File: src/hw/memWrDma_params.svh
// Widths, FIFO depth and register map of the memory-write DMA engine
// Transfers are qword granular, so every address and length is a multiple of 8
`ifndef MEMWRDMA_PARAMS_SVH
`define MEMWRDMA_PARAMS_SVH

`define MWD_HOST_AW      64
`define MWD_LCL_AW       32
`define MWD_LINE_W       64
`define MWD_LEN_W        10    // TLP length field in dwords
`define MWD_PLD_W        12    // Payload byte count, 4096 not supported
`define MWD_FIFO_DEPTH   64    // Lines, one 512-byte packet
`define MWD_BNDRY_BYTES  128   // Host boundary that ends a packet

// Configuration register addresses
`define MWD_REG_CTRL     4'h0
`define MWD_REG_STAT     4'h1
`define MWD_REG_HADDR_LO 4'h4
`define MWD_REG_HADDR_HI 4'h5
`define MWD_REG_LADDR    4'h6
`define MWD_REG_LEN      4'h7

`endif

File: src/hw/memWrDma_pkg.sv
// Shared types of the DMA engine
// Field widths follow the parameter header
`default_nettype none
`include "memWrDma_params.svh"

package memWrDma_pkg;

	typedef logic [`MWD_HOST_AW-1:0] hostAddr_t;
	typedef logic [`MWD_LCL_AW-1:0]  lclAddr_t;
	typedef logic [`MWD_LINE_W-1:0]  line_t;
	typedef logic [31:0]             cfgData_t;
	typedef logic [31:0]             byteCnt_t;
	typedef logic [`MWD_PLD_W-1:0]   pload_t;
	typedef logic [`MWD_LEN_W-1:0]   dwLen_t;
	typedef logic [7:0]              tag_t;
	typedef logic [15:0]             reqId_t;

	// Transfer as programmed by software
	typedef struct packed {
		hostAddr_t hostBase;
		lclAddr_t  lclBase;
		byteCnt_t  byteCnt;
	} xferCfg_t;

	// One packet handed from the segmenter to the reader and framer
	typedef struct packed {
		hostAddr_t hostAddr;
		lclAddr_t  lclAddr;
		pload_t    pload;   // Bytes
		dwLen_t    dwLen;
		tag_t      tag;
	} pktDesc_t;

	typedef enum logic [1:0] {SEG_IDLE, SEG_ISSUE, SEG_WAIT} segState_t;

	typedef enum logic [1:0] {FRM_IDLE, FRM_HDR0, FRM_HDR1, FRM_DATA} frmState_t;

endpackage

`default_nettype wire

File: src/hw/dmaCfgRegs.sv
// Configuration registers with a one-cycle ack per strobe
// Writes to registers 4 to 7 are dropped while the engine is busy
`default_nettype none
`include "memWrDma_params.svh"

module dmaCfgRegs
(
	input  wire                           i_CfgClk,
	input  wire                           i_ARst,
	input  wire                           i_CfgCyc,
	input  wire                           i_CfgStb,
	input  wire                           i_CfgWnR,
	input  wire [3:0]                     i_CfgAddr,
	input  wire memWrDma_pkg::cfgData_t   i_CfgWrData,
	input  wire                           i_Busy,
	input  wire                           i_Done,
	input  wire memWrDma_pkg::byteCnt_t   i_Remain,
	output logic                          o_CfgAck,
	output memWrDma_pkg::cfgData_t        o_CfgRdData,
	output memWrDma_pkg::xferCfg_t        o_XferCfg,
	output logic                          o_Start
);

	memWrDma_pkg::cfgData_t ctrlReg;   // Bit 0 is the enable
	logic wrEn;
	logic xferWrEn;

	assign wrEn     = i_CfgCyc & i_CfgStb & i_CfgWnR & ~o_CfgAck;   // First edge only
	assign xferWrEn = wrEn & ~i_Busy;

	always_ff @(posedge i_CfgClk or posedge i_ARst)
	begin
		if (i_ARst)
		begin
			o_CfgAck  <= 1'b0;
			o_Start   <= 1'b0;
			ctrlReg   <= '0;
			o_XferCfg <= '0;
		end
		else
		begin
			o_CfgAck <= i_CfgCyc & i_CfgStb & ~o_CfgAck;
			// Byte count write kicks off the transfer when enabled
			o_Start  <= xferWrEn && (i_CfgAddr == `MWD_REG_LEN) && ctrlReg[0];
			if (wrEn && (i_CfgAddr == `MWD_REG_CTRL))
				ctrlReg <= i_CfgWrData;
			if (xferWrEn)
			begin
				case (i_CfgAddr)
					`MWD_REG_HADDR_LO: o_XferCfg.hostBase[31:0]  <= i_CfgWrData;
					`MWD_REG_HADDR_HI: o_XferCfg.hostBase[63:32] <= i_CfgWrData;
					`MWD_REG_LADDR:    o_XferCfg.lclBase         <= i_CfgWrData;
					`MWD_REG_LEN:      o_XferCfg.byteCnt         <= i_CfgWrData;
					default:           ;
				endcase
			end
		end
	end

	////////////////////////////////////////////////////////////////////////////
	// Readback, valid while ack is high
	////////////////////////////////////////////////////////////////////////////
	always_comb
	begin
		case (i_CfgAddr)
			`MWD_REG_CTRL:     o_CfgRdData = ctrlReg;
			`MWD_REG_STAT:     o_CfgRdData = {30'd0, i_Done, i_Busy};
			`MWD_REG_HADDR_LO: o_CfgRdData = o_XferCfg.hostBase[31:0];
			`MWD_REG_HADDR_HI: o_CfgRdData = o_XferCfg.hostBase[63:32];
			`MWD_REG_LADDR:    o_CfgRdData = o_XferCfg.lclBase;
			`MWD_REG_LEN:      o_CfgRdData = i_Remain;   // Remaining, not programmed
			default:           o_CfgRdData = '0;
		endcase
	end

endmodule

`default_nettype wire

File: src/hw/pktSegmenter.sv
// Cuts a transfer into packets that never cross a 128-byte host boundary
// Only one packet is in flight, the next waits for the framer to go idle
`default_nettype none
`include "memWrDma_params.svh"

module pktSegmenter
(
	input  wire                           i_CfgClk,
	input  wire                           i_ARst,
	input  wire memWrDma_pkg::xferCfg_t   i_XferCfg,
	input  wire                           i_Start,
	input  wire memWrDma_pkg::pload_t     i_MaxPload,
	input  wire                           i_FrmBusy,
	output logic                          o_DescStb,
	output memWrDma_pkg::pktDesc_t        o_Desc,
	output logic                          o_Busy,
	output logic                          o_Done,
	output memWrDma_pkg::byteCnt_t        o_Remain
);

	localparam int BndryBits = $clog2(`MWD_BNDRY_BYTES);

	memWrDma_pkg::segState_t state;
	memWrDma_pkg::hostAddr_t hostAddr;
	memWrDma_pkg::lclAddr_t  lclAddr;
	memWrDma_pkg::tag_t      tagCnt;
	memWrDma_pkg::pload_t    bndDist;
	memWrDma_pkg::pload_t    remCap;
	memWrDma_pkg::pload_t    pktSize;
	memWrDma_pkg::byteCnt_t  pktBytes;
	logic loadNow;
	logic issueNow;
	logic advanceNow;

	assign loadNow    = (state == memWrDma_pkg::SEG_IDLE) && i_Start;
	assign issueNow   = (state == memWrDma_pkg::SEG_ISSUE) && !i_FrmBusy;
	assign advanceNow = (state == memWrDma_pkg::SEG_WAIT) && !i_FrmBusy;
	assign pktBytes   = memWrDma_pkg::byteCnt_t'(o_Desc.pload);

	// Size is the smallest of boundary distance, max payload and remainder
	always_comb
	begin
		bndDist = memWrDma_pkg::pload_t'(`MWD_BNDRY_BYTES)
			- memWrDma_pkg::pload_t'(hostAddr[BndryBits-1:0]);
		if (o_Remain > memWrDma_pkg::byteCnt_t'(i_MaxPload))
			remCap = i_MaxPload;
		else
			remCap = o_Remain[`MWD_PLD_W-1:0];
		pktSize = (bndDist < remCap) ? bndDist : remCap;
	end

	always_ff @(posedge i_CfgClk or posedge i_ARst)
	begin
		if (i_ARst)
		begin
			state     <= memWrDma_pkg::SEG_IDLE;
			o_DescStb <= 1'b0;
			o_Remain  <= '0;
			tagCnt    <= '0;
		end
		else
		begin
			o_DescStb <= issueNow;
			if (issueNow)
				tagCnt <= tagCnt + 1'b1;   // Wraps at 8 bits
			case (state)
				memWrDma_pkg::SEG_IDLE:
					if (i_Start)
					begin
						o_Remain <= i_XferCfg.byteCnt;
						if (i_XferCfg.byteCnt != '0)   // Zero length sends nothing
							state <= memWrDma_pkg::SEG_ISSUE;
					end
				memWrDma_pkg::SEG_ISSUE:
					if (issueNow)
						state <= memWrDma_pkg::SEG_WAIT;
				memWrDma_pkg::SEG_WAIT:
					if (advanceNow)
					begin
						o_Remain <= o_Remain - pktBytes;
						if (o_Remain == pktBytes)
							state <= memWrDma_pkg::SEG_IDLE;
						else
							state <= memWrDma_pkg::SEG_ISSUE;
					end
				default:
					state <= memWrDma_pkg::SEG_IDLE;
			endcase
		end
	end

	// Addresses and descriptor
	always_ff @(posedge i_CfgClk)
	begin
		if (loadNow)
		begin
			hostAddr <= i_XferCfg.hostBase;
			lclAddr  <= i_XferCfg.lclBase;
		end
		else if (advanceNow)
		begin
			hostAddr <= hostAddr + memWrDma_pkg::hostAddr_t'(o_Desc.pload);
			lclAddr  <= lclAddr + memWrDma_pkg::lclAddr_t'(o_Desc.pload);
		end
		if (issueNow)
		begin
			o_Desc.hostAddr <= hostAddr;
			o_Desc.lclAddr  <= lclAddr;
			o_Desc.pload    <= pktSize;
			o_Desc.dwLen    <= pktSize[`MWD_PLD_W-1:2];
			o_Desc.tag      <= tagCnt;
		end
	end

	assign o_Busy = (state != memWrDma_pkg::SEG_IDLE);
	assign o_Done = (state == memWrDma_pkg::SEG_IDLE) && (o_Remain == '0);

endmodule

`default_nettype wire

File: src/hw/memBurstReader.sv
// Burst reads of one packet's lines from local memory
// Read level holds until payload/8 reads are accepted
`default_nettype none
`include "memWrDma_params.svh"

module memBurstReader
(
	input  wire                           i_CfgClk,
	input  wire                           i_ARst,
	input  wire                           i_DescStb,
	input  wire memWrDma_pkg::pktDesc_t   i_Desc,
	input  wire                           i_MemReady,
	output logic                          o_MemRd,
	output memWrDma_pkg::lclAddr_t        o_MemRdAddr
);

	localparam int LineBytes = `MWD_LINE_W / 8;
	localparam int ByteBits  = $clog2(LineBytes);
	localparam int CntW      = `MWD_PLD_W - ByteBits;

	logic [CntW-1:0] linesLeft;
	logic            rdAccept;

	assign rdAccept = o_MemRd & i_MemReady;

	always_ff @(posedge i_CfgClk or posedge i_ARst)
	begin
		if (i_ARst)
		begin
			o_MemRd   <= 1'b0;
			linesLeft <= '0;
		end
		else if (i_DescStb)
		begin
			linesLeft <= i_Desc.pload[`MWD_PLD_W-1:ByteBits];
			o_MemRd   <= (i_Desc.pload[`MWD_PLD_W-1:ByteBits] != '0);
		end
		else if (rdAccept)
		begin
			linesLeft <= linesLeft - 1'b1;
			if (linesLeft == CntW'(1))   // Last read accepted
				o_MemRd <= 1'b0;
		end
	end

	always_ff @(posedge i_CfgClk)
	begin
		if (i_DescStb)
			o_MemRdAddr <= i_Desc.lclAddr;
		else if (rdAccept)
			o_MemRdAddr <= o_MemRdAddr + memWrDma_pkg::lclAddr_t'(LineBytes);
	end

endmodule

`default_nettype wire

File: src/hw/lineFifo.sv
// Look-ahead FIFO of data lines, head visible while not empty
// DEPTH must be a power of two
`default_nettype none

module lineFifo
#(
	parameter int DEPTH = 16
)
(
	input  wire                         i_CfgClk,
	input  wire                         i_ARst,
	input  wire                         i_Wr,
	input  wire memWrDma_pkg::line_t    i_Din,
	input  wire                         i_Rd,
	output memWrDma_pkg::line_t         o_Dout,
	output logic                        o_Empty
);

	localparam int AddrW = $clog2(DEPTH);

	memWrDma_pkg::line_t mem [DEPTH];
	logic [AddrW-1:0] wrPtr;
	logic [AddrW-1:0] rdPtr;
	logic [AddrW:0]   count;
	logic             doWr;
	logic             doRd;

	assign doWr    = i_Wr && (count != (AddrW+1)'(DEPTH));   // Drop on full
	assign doRd    = i_Rd && !o_Empty;
	assign o_Empty = (count == '0);
	assign o_Dout  = mem[rdPtr];

	always_ff @(posedge i_CfgClk or posedge i_ARst)
	begin
		if (i_ARst)
		begin
			wrPtr <= '0;
			rdPtr <= '0;
			count <= '0;
		end
		else
		begin
			if (doWr)
				wrPtr <= wrPtr + 1'b1;
			if (doRd)
				rdPtr <= rdPtr + 1'b1;
			case ({doWr, doRd})
				2'b10:   count <= count + 1'b1;
				2'b01:   count <= count - 1'b1;
				default: ;
			endcase
		end
	end

	always_ff @(posedge i_CfgClk)
	begin
		if (doWr)
			mem[wrPtr] <= i_Din;
	end

endmodule

`default_nettype wire

File: src/hw/tlpFramer.sv
// Frames memory-write TLPs on the Avalon-ST port
// 3DW headers below 4 GB, data dword 0 rides in the second header line
// Both byte enables are all ones since transfers are qword granular
`default_nettype none
`include "memWrDma_params.svh"

module tlpFramer
(
	input  wire                           i_CfgClk,
	input  wire                           i_ARst,
	input  wire                           i_DescStb,
	input  wire memWrDma_pkg::pktDesc_t   i_Desc,
	input  wire memWrDma_pkg::reqId_t     i_ReqId,
	input  wire memWrDma_pkg::line_t      i_FifoData,
	input  wire                           i_FifoEmpty,
	input  wire                           i_AstTxReady,
	output logic                          o_FifoRd,
	output logic                          o_FrmBusy,
	output logic                          o_AstTxDv,
	output logic                          o_AstTxSop,
	output logic                          o_AstTxEop,
	output memWrDma_pkg::line_t           o_AstTxData
);

	localparam int CntW = `MWD_PLD_W - 3;   // Qword lines per packet

	memWrDma_pkg::frmState_t state;
	logic [CntW-1:0] dataLeft;
	logic [31:0]     heldDw;     // Upper dword carried to the next line
	logic [31:0]     dw0;
	logic [31:0]     dw1;
	logic [31:0]     addrLo;
	logic            is4Dw;
	logic            lastLine;
	logic            needFifo;
	logic            accept;

	assign is4Dw  = |i_Desc.hostAddr[63:32];
	assign addrLo = i_Desc.hostAddr[31:0];
	// Fmt 1x, type 0, TC 0, no digest or poison
	assign dw0 = {1'b0, 1'b1, is4Dw, 5'd0, 8'd0, 6'd0, i_Desc.dwLen};
	assign dw1 = {i_ReqId, i_Desc.tag, 4'hF, 4'hF};
	assign lastLine = (state == memWrDma_pkg::FRM_DATA) && (dataLeft == CntW'(1));

	////////////////////////////////////////////////////////////////////////////
	// Line mux, holds while ready is low since the FIFO head does not move
	////////////////////////////////////////////////////////////////////////////
	always_comb
	begin
		needFifo    = 1'b0;
		o_AstTxData = i_FifoData;
		case (state)
			memWrDma_pkg::FRM_HDR0:
				o_AstTxData = {dw1, dw0};
			memWrDma_pkg::FRM_HDR1:
				if (is4Dw)
					o_AstTxData = {addrLo, i_Desc.hostAddr[63:32]};
				else
				begin
					needFifo    = 1'b1;
					o_AstTxData = {i_FifoData[31:0], addrLo};
				end
			memWrDma_pkg::FRM_DATA:
				if (is4Dw)
					needFifo = 1'b1;
				else if (lastLine)
					o_AstTxData = {32'd0, heldDw};   // Single dword left
				else
				begin
					needFifo    = 1'b1;
					o_AstTxData = {i_FifoData[31:0], heldDw};
				end
			default: ;
		endcase
	end

	assign o_AstTxDv  = (state != memWrDma_pkg::FRM_IDLE) && !(needFifo && i_FifoEmpty);
	assign o_AstTxSop = (state == memWrDma_pkg::FRM_HDR0);
	assign o_AstTxEop = lastLine && o_AstTxDv;
	assign accept     = o_AstTxDv && i_AstTxReady;
	assign o_FifoRd   = accept && needFifo;
	assign o_FrmBusy  = i_DescStb || (state != memWrDma_pkg::FRM_IDLE);

	always_ff @(posedge i_CfgClk or posedge i_ARst)
	begin
		if (i_ARst)
		begin
			state    <= memWrDma_pkg::FRM_IDLE;
			dataLeft <= '0;
		end
		else
		begin
			case (state)
				memWrDma_pkg::FRM_IDLE:
					if (i_DescStb)
					begin
						state    <= memWrDma_pkg::FRM_HDR0;
						dataLeft <= i_Desc.pload[`MWD_PLD_W-1:3];
					end
				memWrDma_pkg::FRM_HDR0:
					if (accept)
						state <= memWrDma_pkg::FRM_HDR1;
				memWrDma_pkg::FRM_HDR1:
					if (accept)
						state <= memWrDma_pkg::FRM_DATA;
				memWrDma_pkg::FRM_DATA:
					if (accept)
					begin
						dataLeft <= dataLeft - 1'b1;
						if (lastLine)
							state <= memWrDma_pkg::FRM_IDLE;
					end
				default:
					state <= memWrDma_pkg::FRM_IDLE;
			endcase
		end
	end

	always_ff @(posedge i_CfgClk)
	begin
		if (o_FifoRd)
			heldDw <= i_FifoData[63:32];
	end

endmodule

`default_nettype wire

File: src/hw/memWrDma.sv
// Local to host memory-write DMA engine, all logic on i_CfgClk
// Host address, local address and length must be multiples of 8
// i_MaxPload is a multiple of 128 from 128 to 512
`default_nettype none
`include "memWrDma_params.svh"

module memWrDma
(
	input  wire                           i_CfgClk,
	input  wire                           i_ARst,
	// Configuration bus
	input  wire                           i_CfgCyc,
	input  wire                           i_CfgStb,
	input  wire                           i_CfgWnR,
	input  wire [3:0]                     i_CfgAddr,
	input  wire memWrDma_pkg::cfgData_t   i_CfgWrData,
	output wire                           o_CfgAck,
	output memWrDma_pkg::cfgData_t        o_CfgRdData,
	input  wire memWrDma_pkg::pload_t     i_MaxPload,
	input  wire memWrDma_pkg::reqId_t     i_RequesterId,
	// Local memory
	output wire                           o_MemRd,
	output memWrDma_pkg::lclAddr_t        o_MemRdAddr,
	input  wire                           i_MemReady,
	input  wire                           i_MemDv,
	input  wire memWrDma_pkg::line_t      i_MemRdData,
	// Avalon-ST transmit
	output wire                           o_AstTxDv,
	output wire                           o_AstTxSop,
	output wire                           o_AstTxEop,
	output memWrDma_pkg::line_t           o_AstTxData,
	input  wire                           i_AstTxReady
);

	memWrDma_pkg::xferCfg_t xferCfg;
	memWrDma_pkg::byteCnt_t remain;
	memWrDma_pkg::pktDesc_t desc;
	memWrDma_pkg::line_t    fifoData;
	logic start;
	logic busy;
	logic done;
	logic descStb;
	logic frmBusy;
	logic fifoEmpty;
	logic fifoRd;

	dmaCfgRegs u_cfgRegs
	(
		.i_CfgClk    (i_CfgClk),
		.i_ARst      (i_ARst),
		.i_CfgCyc    (i_CfgCyc),
		.i_CfgStb    (i_CfgStb),
		.i_CfgWnR    (i_CfgWnR),
		.i_CfgAddr   (i_CfgAddr),
		.i_CfgWrData (i_CfgWrData),
		.i_Busy      (busy),
		.i_Done      (done),
		.i_Remain    (remain),
		.o_CfgAck    (o_CfgAck),
		.o_CfgRdData (o_CfgRdData),
		.o_XferCfg   (xferCfg),
		.o_Start     (start)
	);

	pktSegmenter u_segmenter
	(
		.i_CfgClk   (i_CfgClk),
		.i_ARst     (i_ARst),
		.i_XferCfg  (xferCfg),
		.i_Start    (start),
		.i_MaxPload (i_MaxPload),
		.i_FrmBusy  (frmBusy),
		.o_DescStb  (descStb),
		.o_Desc     (desc),
		.o_Busy     (busy),
		.o_Done     (done),
		.o_Remain   (remain)
	);

	memBurstReader u_reader
	(
		.i_CfgClk    (i_CfgClk),
		.i_ARst      (i_ARst),
		.i_DescStb   (descStb),
		.i_Desc      (desc),
		.i_MemReady  (i_MemReady),
		.o_MemRd     (o_MemRd),
		.o_MemRdAddr (o_MemRdAddr)
	);

	// Read data lands here in order, one line per valid
	lineFifo #(.DEPTH(`MWD_FIFO_DEPTH)) u_lineFifo
	(
		.i_CfgClk (i_CfgClk),
		.i_ARst   (i_ARst),
		.i_Wr     (i_MemDv),
		.i_Din    (i_MemRdData),
		.i_Rd     (fifoRd),
		.o_Dout   (fifoData),
		.o_Empty  (fifoEmpty)
	);

	tlpFramer u_framer
	(
		.i_CfgClk     (i_CfgClk),
		.i_ARst       (i_ARst),
		.i_DescStb    (descStb),
		.i_Desc       (desc),
		.i_ReqId      (i_RequesterId),
		.i_FifoData   (fifoData),
		.i_FifoEmpty  (fifoEmpty),
		.i_AstTxReady (i_AstTxReady),
		.o_FifoRd     (fifoRd),
		.o_FrmBusy    (frmBusy),
		.o_AstTxDv    (o_AstTxDv),
		.o_AstTxSop   (o_AstTxSop),
		.o_AstTxEop   (o_AstTxEop),
		.o_AstTxData  (o_AstTxData)
	);

endmodule

`default_nettype wire

File: config.mk
export PLATFORM = sky130hd
export DESIGN_NAME = memWrDma
export DESIGN_NICKNAME = d
export VERILOG_FILES = /design/src/hw/memWrDma_pkg.sv /design/src/hw/dmaCfgRegs.sv /design/src/hw/pktSegmenter.sv /design/src/hw/memBurstReader.sv /design/src/hw/lineFifo.sv /design/src/hw/tlpFramer.sv /design/src/hw/memWrDma.sv
export VERILOG_INCLUDE_DIRS = /design/src /design/src/hw
export SDC_FILE = /design/constraint.sdc
export NUM_CORES = 2
export LEC_CHECK = 0
export BUFFER_PORTS_ARGS = -buffer_cell sky130_fd_sc_hd__buf_2
export CAP_MARGIN = 25
export CORE_MARGIN = 4
export CORE_UTILIZATION = 40
export CTS_CLUSTER_DIAMETER = 30
export DETAILED_ROUTE_END_ITERATION = 8
export GPL_TIMING_DRIVEN = 0
export PLACE_DENSITY = 0.55
export SYNTH_ARGS = -nofsm -noshare
export SYNTH_HDL_FRONTEND = slang
export SYNTH_SLANG_ARGS = --single-unit
File: constraint.sdc
create_clock -name i_CfgClk -period 27 [get_ports i_CfgClk]
set_input_delay 5.4 -clock i_CfgClk [delete_from_list [all_inputs] [get_ports i_CfgClk]]
set_output_delay 5.4 -clock i_CfgClk [all_outputs]
set_load 0.02 [all_outputs]
* Yosys cells after proc, flatten, opt, wreduce, memory -nomap -nowiden
Memory sizes are Yosys's and may differ from the RTL's.
Cells that the tools add are included.
** Word-level totals
- Register bits after elaboration :: 531
- Bits in writable memories :: 4096
- Input bits :: 136
- Output and inout port bits :: 133
- Word-level logic and storage cells :: 162
- Memories kept :: 1
** Cells by class
- Add/sub/neg operators :: 12
- Order comparisons :: 2
- Equal/unequal tests :: 25
- Mux-type cells :: 43
- Bitwise operators :: 8
- Reduce and logical (&&, ||, !) cells :: 44
** Memories
- u_lineFifo.mem :: words 64, bits a word 64, rd ports 1, clocked after Yosys merged registers in 0, wr ports 1, RTL line lineFifo.sv:21 : memWrDma_pkg::line_t mem [DEPTH];
** Operators with widths (count)
- two-way mux 64 bit :: 5
- two-way mux 32 bit :: 6
- case mux 32 bit (6 select lines) :: 1
- case mux 64 bit (3 select lines) :: 1
- adder 64 x 12 -> 64 bit :: 1
- case mux 32 bit (2 select lines) :: 1
- two-way mux 9 bit :: 4
- adder 32 x 12 -> 32 bit :: 1
- adder 32 x 4 -> 32 bit (second input constant) :: 1
- equality test 32 x 12 -> 1 bit :: 1
- > comparator 32 x 12 -> 1 bit :: 1
- logical NOT 32 bit :: 1
- nonzero test 32 bit :: 1
- OR reduction 32 bit :: 1
- subtractor 32 x 12 -> 32 bit :: 1
- two-way mux 12 bit :: 2
- equality test 9 x 1 -> 1 bit (second input constant) :: 2
- two-way mux 2 bit :: 9
- case mux 9 bit (2 select lines) :: 1
- subtractor 9 x 1 -> 9 bit (second input constant) :: 2
- equality test 4 x 3 -> 1 bit (second input constant) :: 4
- nonzero test 2 bit :: 8
- logical AND 1 bit :: 15
- case mux 7 bit (2 select lines) :: 1
- 28 further kinds :: 63

* Logic depth before layout (Yosys ltp)
- Depth in word-level cells :: 13
- Depth in mapped cells :: 19
- Gate-level depth less buffers :: 18

* By module
Synthesis repeated with hierarchy kept, for this count alone.
** Unflattened totals
- Cells, all modules :: 9226
- Area total of the unflattened synthesis :: 183439.7 µm²
** By module, submodules not included
- lineFifo :: times used 1, cells each 6754, area an instance 156406.3 µm², sequential area each 123473.4 µm²
- pktSegmenter :: times used 1, cells each 1250, area an instance 13471.7 µm², sequential area each 7442.1 µm²
- dmaCfgRegs :: times used 1, cells each 504, area an instance 7238.2 µm², sequential area each 4053.9 µm²
- tlpFramer :: times used 1, cells each 458, area an instance 3848.7 µm², sequential area each 1236.2 µm²
- memBurstReader :: times used 1, cells each 260, area an instance 2474.9 µm², sequential area each 1211.2 µm²

* Worst setup path after synthesis
No wires, ideal clock.
- Path kind :: input to output
- Start :: input i_CfgAddr[1]
- End :: output o_CfgRdData[10]
- Arrival :: 6.621 ns
- Data required time :: 21.600 ns
- Path slack :: 14.979 ns
- Stages on the path :: 5
- Path buffers :: 1
- Cell sequence :: or3_1 > nor2_1 > clkbuf_1 > a22oi_1 > nand3_1
** Between the ends
- Word-level cells in the longest chain between the ends :: 2
- Elaborated cells on any way between the ends :: 7
- Classes of those cells :: eq/ne: 5; mux: 1; reduce/logical: 1
** Ends and longest elaborated chain
- from (decl) :: RTL line memWrDma.sv:15 : input wire [3:0] i_CfgAddr,
- equality test 4 x 3 -> 1 bit (tied with other cells) :: RTL line dmaCfgRegs.sv:65 : case (i_CfgAddr)
- case mux 32 bit (6 select lines) (*) :: RTL line dmaCfgRegs.sv:65
- to (decl) :: RTL line memWrDma.sv:18 : output memWrDma_pkg::cfgData_t o_CfgRdData,
Every way passes the cells marked *; elsewhere a longest branch is shown, timed or not.

* Worst setup path in the final report
- Start :: input i_CfgAddr[3]
- End :: output o_CfgRdData[11]
Same word-level chain as after synthesis.

==> impl_metrics.json <==
{
  "detail_route.iter0.violations": 15000,
  "end_kind": "output pin",
  "syn_to_final_growth_pct": 26.3,
  "drc_errors": 2,
  "io_buffers": 267,
  "rsz0062_at_grt": "no",
  "cts_buffers": 892,
  "hold_viol_final": 0,
  "tns_ps": 0,
  "yosysTopAreaCell": "edfxtp_1",
  "root_buffer": "clkbuf_16",
  "drive_gt1_share_pct": 32.0,
  "rows": 247,
  "maxUsedRoutingLayer": "met5",
  "setup_viol": 0,
  "post_cts_buffers": 0,
  "syn-cell-area_um2": 182000,
  "nets": 10700,
  "min_path_type": "flop to flop",
  "cpMostUsedCell": "buf_2",
  "synth-edff-count": 4372,
  "min_period_ps": 13290,
  "cts_tree": "built",
  "numClockSinks": 4617,
  "cts_hold_buf": 0,
  "synth_cell_types": 87,
  "fp.dieW_um": 682,
  "dieArea_um2": 465000,
  "yosys-top-cells-area": "edfxtp_1 72%, mux4_2 13%, dfrtp_1 3.4%, a22oi_1 1.4%, mux2_2 1.1%",
  "yosysWarnings": 0,
  "arrival_ps": 7890,
  "place.gp.congestion": 0.995,
  "antenna_found_initial": 65,
  "wl_met1_um": 245000,
  "placed_cell_area_um2": 198000,
  "core_area_um2": 452000,
  "ant_nets": 0,
  "drv_slew": 0,
  "worstMarginPinSlew_ps": 1180,
  "fmax_mhz": 75.3,
  "slowest_stage": "nor3b_1",
  "fin_crit_sh_pct": 49.2,
  "wl_per_cell_um": 36.8,
  "ys_seq_area_share_pct": 75.7,
  "worstSetupPathType": "input pin to output pin",
  "syn_inst": 8923,
  "post-synth-top-count-cell": "edfxtp_1",
  "drt_first_pass_iters": 9,
  "fin_area_um2": 229000,
  "cts_resized": 0,
  "cp_cell_sequence": "buf_2, nand2b_1, nor3b_1, clkbuf_1, a22oi_1, nand3_1, buf_2",
  "critical-path-max-stage-delay_ps": 760,
  "grt_pass1_vias": 103000,
  "avgSynthCellArea_um2": 20.3,
  "hpwl_um": 440000,
  "grt_pass1_wl_um": 859000,
  "r2r_slack_ps": 21550,
  "routed_wirelength_um": 636000,
  "violations": "DRC",
  "crit_path_max_fanout": 10,
  "start_kind": "input pin",
  "viasPerCell": 6.04,
  "overflow": 0,
  "route.met3.wl_um": 60600,
  "synth.top_cells.by_count": "4372 x edfxtp_1, 1053 x mux4_2, 346 x a22oi_1, 321 x clkbuf_1, 299 x nand2_1",
  "fp.dieH_um": 682,
  "io_pins": 269,
  "synth_seq_cells": 4617,
  "ys_async_sr_fraction_pct": 5.31,
  "synth_flop_cell": "edfxtp_1",
  "power.leakage_nw": 76.3,
  "yosys.area.top_type_share_pct": 72.3,
  "maxCapViolCount": 0,
  "grt_max_degree": 114,
  "num_vias": 104000,
  "htreeDepth": 6,
  "cp.required_ps": 21600,
  "status": "complete, but fails checks",
  "fin_skew_ps": 44.7,
  "clock_path_buffers": 4,
  "track_usage_pct": 26.9,
  "dr_wl_met2_um": 294000,
  "path_clk_slew_ps": 40,
  "p_per_area_nw_per_um2": 116,
  "initial_core_util_pct": 40.1,
  "slew_headroom_pct": 20.6,
  "clock_latency_ps": 1120,
  "peakVddDrop_v": 0.0000850
}
==> sequential cells by signal, indices dropped and copies added (netlist names), 32 cells and up <==
signal,cells
u_lineFifo.mem,4096
u_cfgRegs.o_XferCfg,128
u_segmenter.hostAddr,64
u_cfgRegs.ctrlReg,32
u_segmenter.o_Desc,116
u_framer.heldDw,32
u_segmenter.lclAddr,32
u_reader.o_MemRdAddr,32
u_segmenter.o_Remain,32
==> layer usage <==
metal | vias up | track usage, %
met2 | 6332 | 41.5
met4 | 18 | 13.6
met5 | - | 0
met1 | 55700 | 36.3
li1 | 40900 | -
met3 | 1331 | 5.58
==> logic make-up after synthesis <==
logic type                 after synthesis  share of synthesized area (%)
and+or+nand+nor                        993                           2.58
AOI/OAI and AO/OA                     1231                           4.76
muxes                                 1273                           14.4
adders and majority gates               79                          0.561
other                                    1                        0.00207
DFF                                   4617                           75.7
buffers and inverters                  583                           1.32
xor gates and xnor gates               146                          0.704
==> metrics by stage <==
step	std cells	utilization, %	hold WS [ps]	setup WS (ps)	power (mW)
floorplan	8926	-	426	14870	12.0
global placement	15200	42.1	445	9160	15.2
detailed placement	15500	43.7	447	13740	15.5
global route	17200	50.7	443	13700	27.4
finish	17300	50.7	454	13710	26.7
CTS	17200	50.5	438	13710	26.7
==> cell type report <==
| type | count | area, µm² |
|---|---|---|
| well taps | 5976 | 7480 |
| fillers | 36000 | 223000 |
| repair buffers | 651 | 8580 |
| multi-input cells | 3726 | 42400 |
| plain buffers | 509 | 2150 |
| flip-flops and latches | 4617 | 137000 |
| clock inverters | 640 | 7830 |
| diodes | 40 | 100 |
| clock buffers | 1031 | 23100 |
| inverters | 74 | 285 |
==> power breakdown <==
group          total, mW  switching, mW  leakage (nW)  internal [mW]
Clock               11.2           3.81          14.8           7.42
Combinational       7.17           4.67          18.9           2.50
Sequential          8.29          0.125          42.6           8.17
==> placed cells by master, fill, tap and decap left out, types with 47 or more instances in the layout <==
master / instances
buf_12: 257
o221ai_1: 48
nand3_1: 104
clkbuf_1: 417
ha_1: 75
a221oi_1: 114
inv_6: 52
buf_1: 50
and3_1: 47
clkinv_2: 149
xnor2_1: 83
clkinvlp_4: 104
buf_2: 393
buf_8: 49
dfrtp_1: 245
bufinv_16: 135
o21ai_0: 164
inv_1: 73
nand2_1: 299
a22oi_1: 346
a22o_1: 106
a21oi_1: 228
clkinv_4: 56
edfxtp_1: 4372
nor2_1: 206
mux4_2: 1053
clkinv_1: 102
nor2_4: 64
xor2_1: 63
nor3_1: 55
mux2_2: 173
clkbuf_16: 898
==> worst max-delay path: cells and delay by family <==
family	cells	cell delay (ps)
simple gates	3	1190
buf+inv	3	950
compound gates	1	340
==> worst paths after layout <==
| check | startpoint | to | cells past startpoint |
|---|---|---|---|
| max | i_CfgAddr[3] | o_CfgRdData[11] | 7 |
| min | u_segmenter.hostAddr[9] | u_segmenter.o_Desc[71] | 0 |
| max reg2reg | u_lineFifo.rdPtr[1] | u_framer.heldDw[18] | 9 |
| min reg2reg | u_segmenter.hostAddr[9] | u_segmenter.o_Desc[71] | 0 |
| max in group asynchronous | i_ARst | u_cfgRegs.o_XferCfg[113] | 4 |
| min in group asynchronous | i_ARst | u_lineFifo.count[2] | 2 |
No activity file was read; power rests on OpenSTA's default activity.
